File: config.mk
export PLATFORM = sky130hd
export DESIGN_NAME = fetch_unit
export DESIGN_NICKNAME = d
export VERILOG_FILES = /design/src/common/fetch_pkg.sv /design/src/icache/icache.sv /design/src/rtl/fetch_pc_gen.sv /design/src/rtl/fetch_resp_queue.sv /design/src/rtl/fetch_unit.sv
export VERILOG_INCLUDE_DIRS = /design/src /design/src/common
export SDC_FILE = /design/constraint.sdc
export NUM_CORES = 1
export LEC_CHECK = 0
export ABC_CLOCK_PERIOD_IN_PS = 11840
export BUFFER_PORTS_ARGS = -buffer_cell sky130_fd_sc_hd__buf_2
export CAP_MARGIN = 20
export CELL_PAD_IN_SITES_DETAIL_PLACEMENT = 1
export CELL_PAD_IN_SITES_GLOBAL_PLACEMENT = 1
export CORE_UTILIZATION = 35
export CTS_CLUSTER_DIAMETER = 30
export CTS_CLUSTER_SIZE = 20
export DETAILED_ROUTE_END_ITERATION = 10
export PLACE_DENSITY_LB_ADDON = 0.1
export SETUP_SLACK_MARGIN = 0.02
export SKIP_CTS_REPAIR_TIMING = 1
export SYNTH_ARGS = -nofsm -noshare
export SYNTH_HDL_FRONTEND = slang
export SYNTH_SLANG_ARGS = --single-unit
File: constraint.sdc
create_clock -name clk -period 11.84 [get_ports clk]
set_clock_uncertainty 0.2 [all_clocks]
set_input_delay 0.592 -clock clk [delete_from_list [all_inputs] [get_ports clk]]
set_output_delay 0.592 -clock clk [all_outputs]
set_load 0.05 [all_outputs]
File: src/common/fetch_settings.svh
`ifndef FETCH_SETTINGS_SVH
`define FETCH_SETTINGS_SVH

// axi-lite channel widths
`define AXI_ADDR_WIDTH      32
`define AXI_DATA_WIDTH      32
`define AXI_RESP_WIDTH      2

// one word per line, 16 lines
`define ICACHE_OFFSET_BITS  2
`define ICACHE_INDEX_BITS   4

`define FETCH_RESET_PC      32'h0000_1000
`define FETCH_QUEUE_DEPTH   4   // entries toward decode

// 0 turns the cache into a pass-through
`define ICACHE_ON           1

`endif

File: src/common/fetch_pkg.sv
`include "fetch_settings.svh"

package fetch_pkg;

    typedef logic [`AXI_ADDR_WIDTH-1:0]    addr_t;
    typedef logic [`AXI_DATA_WIDTH-1:0]    word_t;
    typedef logic [`AXI_RESP_WIDTH-1:0]    resp_t;
    typedef logic [1:0]                    epoch_t;    // bumps on every redirect
    typedef logic [`ICACHE_INDEX_BITS-1:0] cache_index_t;
    typedef logic [`AXI_ADDR_WIDTH-`ICACHE_INDEX_BITS-`ICACHE_OFFSET_BITS-1:0] cache_tag_t;

    localparam resp_t RESP_OKAY   = 2'b00;
    localparam resp_t RESP_SLVERR = 2'b10;

    // request currently owned by the cache
    typedef struct packed {
        addr_t  pc;
        epoch_t epoch;
    } fetch_tag_t;

    typedef struct packed {
        addr_t pc;
        word_t instr;
        logic  fault;   // bus answered with a non-OKAY code
    } fetch_rsp_t;

    typedef enum logic [1:0] {
        IDLE,
        LOOKUP,
        MEM_REQ,
        RETURN_DATA
    } icache_state_t;

    typedef enum logic [1:0] {
        REFILL_IDLE,
        REFILL_ADDR,
        REFILL_WAIT,
        REFILL_DONE
    } refill_state_t;

endpackage

File: src/icache/icache.sv
`timescale 1ns/10ps
`include "fetch_settings.svh"

module icache (
    input  logic             clk,
    input  logic             rst_n,

    // core side AR
    input  fetch_pkg::addr_t raw_fetch_araddr,
    input  logic             raw_fetch_arvalid,
    output logic             raw_fetch_arready,
    // core side R
    output fetch_pkg::word_t raw_fetch_rdata,
    output fetch_pkg::resp_t raw_fetch_rresp,
    output logic             raw_fetch_rvalid,
    input  logic             raw_fetch_rready,

    // bus side AR
    output fetch_pkg::addr_t fetch_araddr,
    output logic             fetch_arvalid,
    input  logic             fetch_arready,
    // bus side R
    input  fetch_pkg::word_t fetch_rdata,
    input  fetch_pkg::resp_t fetch_rresp,
    input  logic             fetch_rvalid,
    output logic             fetch_rready
);
    import fetch_pkg::*;

    generate
        if (`ICACHE_ON != 0) begin : g_cache
            localparam int LINES   = 1 << `ICACHE_INDEX_BITS;
            localparam int TAG_LSB = `ICACHE_OFFSET_BITS + `ICACHE_INDEX_BITS;

            icache_state_t    state;
            refill_state_t    refill_state;
            addr_t            addr_q;
            word_t            data_q;
            resp_t            resp_q;
            resp_t            fill_resp_q;

            word_t            data_array [LINES];
            cache_tag_t       tag_array  [LINES];
            logic [LINES-1:0] valid_array;

            cache_index_t     index;
            cache_tag_t       tag;
            logic             cache_hit;
            logic             fill_write;
            logic             load_rsp;

            assign index      = addr_q[`ICACHE_OFFSET_BITS +: `ICACHE_INDEX_BITS];
            assign tag        = addr_q[`AXI_ADDR_WIDTH-1:TAG_LSB];
            assign cache_hit  = valid_array[index] && (tag_array[index] == tag);
            assign fill_write = (refill_state == REFILL_WAIT) && fetch_rvalid;
            assign load_rsp   = ((state == LOOKUP) && cache_hit) ||
                                ((state == MEM_REQ) && (refill_state == REFILL_DONE));

            // lookup side
            always_ff @(posedge clk) begin
                if (!rst_n) begin
                    state <= IDLE;
                end else begin
                    case (state)
                        IDLE: begin
                            if (raw_fetch_arvalid) begin
                                state <= LOOKUP;
                            end
                        end
                        LOOKUP: begin
                            state <= cache_hit ? RETURN_DATA : MEM_REQ;
                        end
                        MEM_REQ: begin
                            if (refill_state == REFILL_DONE) begin
                                state <= RETURN_DATA;
                            end
                        end
                        RETURN_DATA: begin
                            if (raw_fetch_rready) begin
                                state <= IDLE;
                            end
                        end
                        default: begin
                            state <= IDLE;
                        end
                    endcase
                end
            end

            // refill side, one bus read at a time
            always_ff @(posedge clk) begin
                if (!rst_n) begin
                    refill_state <= REFILL_IDLE;
                    valid_array  <= '0;
                end else begin
                    case (refill_state)
                        REFILL_IDLE: begin
                            if ((state == LOOKUP) && !cache_hit) begin
                                refill_state <= REFILL_ADDR;
                            end
                        end
                        REFILL_ADDR: begin
                            if (fetch_arready) begin
                                refill_state <= REFILL_WAIT;
                            end
                        end
                        REFILL_WAIT: begin
                            if (fetch_rvalid) begin
                                refill_state       <= REFILL_DONE;
                                valid_array[index] <= (fetch_rresp == RESP_OKAY);  // errors stay uncached
                            end
                        end
                        REFILL_DONE: begin
                            refill_state <= REFILL_IDLE;
                        end
                        default: begin
                            refill_state <= REFILL_IDLE;
                        end
                    endcase
                end
            end

            always_ff @(posedge clk) begin
                if (raw_fetch_arvalid && raw_fetch_arready) begin
                    addr_q <= raw_fetch_araddr;
                end
                if (fill_write) begin
                    data_array[index] <= fetch_rdata;
                    tag_array[index]  <= tag;
                    fill_resp_q       <= fetch_rresp;
                end
                if (load_rsp) begin
                    data_q <= data_array[index];
                    resp_q <= (state == LOOKUP) ? RESP_OKAY : fill_resp_q;
                end
            end

            assign raw_fetch_arready = (state == IDLE);
            assign raw_fetch_rdata   = data_q;
            assign raw_fetch_rresp   = resp_q;
            assign raw_fetch_rvalid  = (state == RETURN_DATA);
            assign fetch_araddr      = addr_q;
            assign fetch_arvalid     = (refill_state == REFILL_ADDR);
            assign fetch_rready      = (refill_state == REFILL_WAIT);
        end else begin : g_bypass
            assign fetch_araddr      = raw_fetch_araddr;
            assign fetch_arvalid     = raw_fetch_arvalid;
            assign raw_fetch_arready = fetch_arready;
            assign raw_fetch_rdata   = fetch_rdata;
            assign raw_fetch_rresp   = fetch_rresp;
            assign raw_fetch_rvalid  = fetch_rvalid;
            assign fetch_rready      = raw_fetch_rready;
        end
    endgenerate

endmodule

File: src/rtl/fetch_pc_gen.sv
`timescale 1ns/10ps
`include "fetch_settings.svh"

module fetch_pc_gen (
    input  logic                  clk,
    input  logic                  rst_n,
    input  logic                  redirect_valid,
    input  fetch_pkg::addr_t      redirect_pc,
    output fetch_pkg::addr_t      araddr,
    output logic                  arvalid,
    input  logic                  arready,
    input  logic                  rsp_done,
    output fetch_pkg::fetch_tag_t inflight,
    output fetch_pkg::epoch_t     cur_epoch
);
    import fetch_pkg::*;

    addr_t      pc_q;           // address presented or about to be
    epoch_t     epoch_q;
    epoch_t     req_epoch_q;    // epoch of the presented request
    logic       arvalid_q;
    logic       busy_q;         // request owned by the cache
    fetch_tag_t inflight_q;
    logic       redir_pend_q;
    addr_t      redir_pc_q;

    logic   ar_hs;
    logic   slot_free;
    epoch_t epoch_nxt;
    addr_t  pc_after_hs;

    assign ar_hs     = arvalid_q && arready;
    assign slot_free = !busy_q || rsp_done;
    assign epoch_nxt = redirect_valid ? epoch_q + epoch_t'(1) : epoch_q;

    // where to go once the presented address is taken
    always_comb begin
        if (redirect_valid) begin
            pc_after_hs = redirect_pc;
        end else if (redir_pend_q) begin
            pc_after_hs = redir_pc_q;
        end else begin
            pc_after_hs = pc_q + addr_t'(4);
        end
    end

    always_ff @(posedge clk) begin
        if (!rst_n) begin
            pc_q         <= `FETCH_RESET_PC;
            epoch_q      <= '0;
            arvalid_q    <= 1'b0;
            busy_q       <= 1'b0;
            redir_pend_q <= 1'b0;
        end else begin
            epoch_q <= epoch_nxt;
            if (ar_hs) begin
                pc_q         <= pc_after_hs;
                arvalid_q    <= 1'b0;
                busy_q       <= 1'b1;
                redir_pend_q <= 1'b0;
            end else if (arvalid_q) begin
                // address is held until accepted, old request goes stale
                if (redirect_valid) begin
                    redir_pend_q <= 1'b1;
                end
            end else begin
                if (redirect_valid) begin
                    pc_q <= redirect_pc;
                end
                if (slot_free) begin
                    arvalid_q <= 1'b1;
                end
                if (rsp_done) begin
                    busy_q <= 1'b0;
                end
            end
        end
    end

    always_ff @(posedge clk) begin
        if (ar_hs) begin
            inflight_q <= '{pc: pc_q, epoch: req_epoch_q};
        end
        if (!arvalid_q && slot_free) begin
            req_epoch_q <= epoch_nxt;   // sampled as arvalid rises
        end
        if (redirect_valid) begin
            redir_pc_q <= redirect_pc;
        end
    end

    assign araddr    = pc_q;
    assign arvalid   = arvalid_q;
    assign inflight  = inflight_q;
    assign cur_epoch = epoch_q;

endmodule

File: src/rtl/fetch_resp_queue.sv
`timescale 1ns/10ps
`include "fetch_settings.svh"

module fetch_resp_queue (
    input  logic                  clk,
    input  logic                  rst_n,
    input  fetch_pkg::word_t      rdata,
    input  fetch_pkg::resp_t      rresp,
    input  logic                  rvalid,
    output logic                  rready,
    input  fetch_pkg::fetch_tag_t inflight,
    input  fetch_pkg::epoch_t     cur_epoch,
    output logic                  rsp_done,
    output fetch_pkg::fetch_rsp_t instr,
    output logic                  instr_valid,
    input  logic                  instr_ready
);
    import fetch_pkg::*;

    localparam int DEPTH = `FETCH_QUEUE_DEPTH;
    localparam int PTR_W = (DEPTH > 1) ? $clog2(DEPTH) : 1;
    localparam int CNT_W = $clog2(DEPTH + 1);

    fetch_rsp_t       entries [DEPTH];
    logic [PTR_W-1:0] head_q;
    logic [PTR_W-1:0] tail_q;
    logic [CNT_W-1:0] count_q;
    epoch_t           epoch_seen_q;

    logic             stale;
    logic             flush;
    logic             full;
    logic             push;
    logic             pop;
    logic [PTR_W-1:0] wr_ptr;
    fetch_rsp_t       new_entry;

    function automatic logic [PTR_W-1:0] ptr_inc(input logic [PTR_W-1:0] p);
        return (p == PTR_W'(DEPTH - 1)) ? '0 : p + 1'b1;
    endfunction

    assign stale       = (inflight.epoch != cur_epoch);
    assign flush       = (cur_epoch != epoch_seen_q);   // redirect just happened
    assign full        = (count_q == CNT_W'(DEPTH));
    assign rready      = !full || stale;   // stale words are swallowed
    assign rsp_done    = rvalid && rready;
    assign push        = rsp_done && !stale;
    assign instr_valid = (count_q != '0) && !flush;
    assign pop         = instr_valid && instr_ready;
    assign instr       = entries[head_q];
    assign wr_ptr      = flush ? '0 : tail_q;

    assign new_entry.pc    = inflight.pc;
    assign new_entry.instr = rdata;
    assign new_entry.fault = (rresp != RESP_OKAY);

    always_ff @(posedge clk) begin
        if (!rst_n) begin
            head_q       <= '0;
            tail_q       <= '0;
            count_q      <= '0;
            epoch_seen_q <= '0;
        end else begin
            epoch_seen_q <= cur_epoch;
            if (flush) begin
                head_q  <= '0;
                tail_q  <= push ? ptr_inc('0) : '0;
                count_q <= push ? CNT_W'(1) : '0;
            end else begin
                if (push) begin
                    tail_q <= ptr_inc(tail_q);
                end
                if (pop) begin
                    head_q <= ptr_inc(head_q);
                end
                count_q <= count_q + CNT_W'(push) - CNT_W'(pop);
            end
        end
    end

    always_ff @(posedge clk) begin
        if (push) begin
            entries[wr_ptr] <= new_entry;
        end
    end

endmodule

File: src/rtl/fetch_unit.sv
`timescale 1ns/10ps

module fetch_unit (
    input  logic                  clk,
    input  logic                  rst_n,
    input  logic                  redirect_valid,
    input  fetch_pkg::addr_t      redirect_pc,
    // toward decode
    output fetch_pkg::fetch_rsp_t instr,
    output logic                  instr_valid,
    input  logic                  instr_ready,
    // bus read channels
    output fetch_pkg::addr_t      fetch_araddr,
    output logic                  fetch_arvalid,
    input  logic                  fetch_arready,
    input  fetch_pkg::word_t      fetch_rdata,
    input  fetch_pkg::resp_t      fetch_rresp,
    input  logic                  fetch_rvalid,
    output logic                  fetch_rready
);
    import fetch_pkg::*;

    addr_t      raw_fetch_araddr;
    logic       raw_fetch_arvalid;
    logic       raw_fetch_arready;
    word_t      raw_fetch_rdata;
    resp_t      raw_fetch_rresp;
    logic       raw_fetch_rvalid;
    logic       raw_fetch_rready;
    fetch_tag_t inflight;
    epoch_t     cur_epoch;
    logic       rsp_done;

    fetch_pc_gen u_pc_gen (
        .clk            (clk),
        .rst_n          (rst_n),
        .redirect_valid (redirect_valid),
        .redirect_pc    (redirect_pc),
        .araddr         (raw_fetch_araddr),
        .arvalid        (raw_fetch_arvalid),
        .arready        (raw_fetch_arready),
        .rsp_done       (rsp_done),
        .inflight       (inflight),
        .cur_epoch      (cur_epoch)
    );

    icache u_icache (
        .clk               (clk),
        .rst_n             (rst_n),
        .raw_fetch_araddr  (raw_fetch_araddr),
        .raw_fetch_arvalid (raw_fetch_arvalid),
        .raw_fetch_arready (raw_fetch_arready),
        .raw_fetch_rdata   (raw_fetch_rdata),
        .raw_fetch_rresp   (raw_fetch_rresp),
        .raw_fetch_rvalid  (raw_fetch_rvalid),
        .raw_fetch_rready  (raw_fetch_rready),
        .fetch_araddr      (fetch_araddr),
        .fetch_arvalid     (fetch_arvalid),
        .fetch_arready     (fetch_arready),
        .fetch_rdata       (fetch_rdata),
        .fetch_rresp       (fetch_rresp),
        .fetch_rvalid      (fetch_rvalid),
        .fetch_rready      (fetch_rready)
    );

    fetch_resp_queue u_resp_queue (
        .clk         (clk),
        .rst_n       (rst_n),
        .rdata       (raw_fetch_rdata),
        .rresp       (raw_fetch_rresp),
        .rvalid      (raw_fetch_rvalid),
        .rready      (raw_fetch_rready),
        .inflight    (inflight),
        .cur_epoch   (cur_epoch),
        .rsp_done    (rsp_done),
        .instr       (instr),
        .instr_valid (instr_valid),
        .instr_ready (instr_ready)
    );

endmodule

==> out/metrics.csv <==
stage,metric,value,unit
floorplan,# rows,141,
synthesis,sequential element share of the synthesized area,76.64,%
placement,cell count after placement,4598,
sta,fmax,165.1,MHz
sta,worst relative slew slack,22.07,%
route,Pre-antenna DRT Iters,4,
synthesis,Yosys cell types,61,
floorplan,die area,151600,um^2
synthesis,Syn Area/Cell,21.07,um^2
placement,PortBufs,171,
global_route,GR Overflow Total,0,
worst_setup_path,"slowest stage delay, CP",0.88,ns
finish,Non-Filler Instances,5287,
worst_setup_path,RR Endpoint,u_icache.g_cache.refill_state[0],
finish,synthesis-to-layout area growth,29.72,%
placement,Post-DP HPWL,75.94,mm
sta,RSZ-0062 raised after global routing,no,
worst_setup_path,worst setup path category,flip-flop to flip-flop,
synthesis,#FFs+latches synth,1364,
route,Vias/cell,5.101,
placement,routability cong.,0.7413,
global_route,Global Route Usage Sum,18.83,%
floorplan,Initial Utilization,35.39,%
global_route,vias in the first global route,29630,
synthesis,asr flop ratio synth,0,%
run,Max Cap Viol,0,
worst_setup_path,critical path peak fanout,57,
worst_setup_path,Crit path arrival time,6.61,ns
worst_setup_path,Slowest cell on crit path,a2111oi_0,
finish,final core utilization,45.90,%
route,Via Count,26970,
worst_setup_path,cell mode on critical path,mux2i_1,
clocking,clock slew at reported path FFs,0.04,ns
min_path,Min-Delay Endpoint,u_pc_gen.redir_pc_q[18],
synthesis,main flop type after synthesis,edfxtp_1,
sta,crit share post-route,51.14,%
power,Leakage,22.68,nW
min_path,Hold Path Origin,redirect_valid,
clocking,CTS Root Buffer Type,clkbuf_16,
route,WL per Instance,26.86,um
sta,final setup margin,5.785,ns
power,PwrDens,262.0,nW/um^2
sta,min Tclk post-route,6.055,ns
worst_setup_path,element type at the critical path end,flip-flop,
synthesis,net count after synthesis,2579,
min_path,HP Class,primary input to flip-flop,
synthesis,Mapped Area,52500,um^2
sta,Final TNS setup,0,ns
route,number of routed nets with antenna violations,0,
clocking,Clock Tree Buf Depth,4,
worst_setup_path,Worst setup SP type,flip-flop,
finish,Final nets,3104,
floorplan,Core Region,148400,um^2
floorplan,die width,389.3,um
synthesis,Post-Syn Instances,2492,
finish,fraction of layout instances using a drive strength above 1,35.15,%
worst_setup_path,cell family with most CP delay,buffers and inverters,
worst_setup_path,required time worst endpoint,12.40,ns
global_route,initial antenna violation count,10,
placement,Placed Area,55820,um^2
power,Peak VDD IR,128.9,uV
clocking,CTS sink cnt,1364,
sta,Final Hold Viols,0,
synthesis,"EDFF count, synth",1292,
placement,post-placement setup slack,6.076,ns
clocking,H-Tree Depth,5,
worst_setup_path,reg2reg path depth,12,
worst_setup_path,crit-path cells,buf_4 -> mux4_2 -> mux2i_1 -> mux2i_1 -> xor2_1 -> a2111oi_0 -> nand4_1 -> o31ai_1 -> buf_4 -> a222oi_1 -> dlygate4sd3_1 -> mux2i_1,
worst_setup_path,Reg2Reg Setup Slack,5.78,ns
outcome,run status,completed,
sta,Slew @ Worst Pin,1.169,ns
global_route,first-pass GRT wire length,204.7,mm
floorplan,I/O Pins,172,
clocking,CTS tree,done,
global_route,largest net degree at the start of global routing,67,
worst_setup_path,CP bufs+invs,3,
route,DRT Wirelength,142.0,mm
clocking,clk_lat worst skew,0.89,ns
clocking,Num CTS Buffers,344,
min_path,hold depth,1,
sta,setup violators final,0,
floorplan,Chip Height,389.3,um
route,DRC viols,0,
finish,Final Instance Area,68110,um^2
route,Iteration-0 DRC Markers,1786,
synthesis,Synth warnings,0,
sta,count of pins over their slew limit,0,
## how the worst max path moves through the flow
| stage | cells past startpoint | endpoint | start | slack, ns |
|---|---|---|---|---|
| CTS | 11 | u_icache.raw_fetch_rdata[17] | flip-flop | 6.06 |
| global route | 12 | u_icache.g_cache.refill_state[0] | flip-flop | 5.66 |
| global placement | 11 | u_icache.raw_fetch_rdata[15] | flip-flop | 6.12 |
| floorplan | 8 | u_icache.g_cache.valid_array[0] | u_icache.g_cache.refill_state[0] | 5.45 |
| finish | 12 | u_icache.g_cache.refill_state[0] | flip-flop | 5.78 |
| detailed placement | 11 | u_icache.raw_fetch_rdata[16] | flip-flop | 6.08 |
## placed cells by master, fill, tap and decap left out, types with 40 or more instances in the layout
cell type	synthesis	layout
edfxtp_1	1292	1292
clkbuf_16	0	350
mux4_2	302	302
buf_2	9	171
nand2_1	92	91
buf_4	40	80
mux2i_1	75	75
dlygate4sd3_1	0	70
dfxtp_1	72	66
nor2_1	77	62
clkinv_2	0	59
o21ai_0	54	54
bufinv_16	0	49
clkbuf_1	62	44
xor2_1	40	40
## per-stage QoR
stage,total power [mW],hold WS (ns)
after floorplan,7.877,0.2003
after CTS,18.03,-0.3892
after global placement,8.662,0.2014
after global routing,18.47,0.005491
final,17.84,0.03628
after detailed placement,8.723,0.2074
## logic make-up after synthesis
group | count (synthesis) | synth area share [%]
compound gates | 181 | 2.378
xor+xnor | 67 | 1.118
fa+ha+maj | 15 | 0.3718
buf+inv | 174 | 1.828
flops | 1364 | 76.64
mux | 411 | 15.14
simple gates | 280 | 2.521
## sequential cells by signal, summed over array words and instances (netlist names), 3 cells and up, named ones only
name / cells
u_icache.fetch_araddr: 32
u_icache.g_cache.valid_array: 16
u_resp_queue.entries: 260
u_icache.g_cache.tag_array: 416
u_icache.g_cache.data_array: 512
u_resp_queue.count_q: 3
u_pc_gen.redir_pc_q: 32
u_pc_gen.araddr: 32
u_icache.raw_fetch_rdata: 32
## final cells by class
class                      instances  area [um^2]
antenna                            2        5.005
clock buffer                     400         9006
clock inverter                   212         2462
fill                           13620        80260
inverter                          25        93.84
multi-input combinational        954        11460
sequential                      1364        40260
tap                             2002         2505
timing repair buffer             328         2318
## synth_stat cells, drive strengths merged (4+ instances only)
cell       n  area (um^2)
o221ai     8        70.07
dfxtp     72         1441
nand2b     8        52.55
a21boi    16        120.1
ha        14        175.2
o22ai      9        56.30
o21ai     54        270.3
buf       87        633.1
mux4     303         6828
clkbuf    62        232.7
nor3      16        80.08
a22oi      8        60.06
nand4     10        62.56
inv       25        93.84
xnor2     27        236.5
and2       5        31.28
a22o       5        43.79
a221oi    32        280.3
nor4       4        25.02
nand3     22        110.1
nor2b     12        75.07
nand2     92        345.3
xor2      40        350.3
mux2i     75        750.7
edfxtp  1292        38800
nor2      77        289.0
a21oi     20        103.9
nor3b     24        180.2
mux2      33        371.6
## per-layer routing
| layer | global-route usage, % | wire length (um) | vias up |
|---|---|---|---|
| met2 | 30.46 | 69140 | 710 |
| li1 | - | - | 11490 |
| met4 | 5.820 | 2794 | 2 |
| met5 | 0 | 10 | - |
| met1 | 25.24 | 63130 | 14530 |
| met3 | 4.300 | 6951 | 238 |
## where the power goes
| group | internal (mW) | switching [mW] |
|---|---|---|
| combinational | 1.10 | 1.60 |
| clock | 6.44 | 2.75 |
| sequential | 5.68 | 0.271 |
| total | 13.2 | 4.62 |
(Power assumes the default switching activity.)
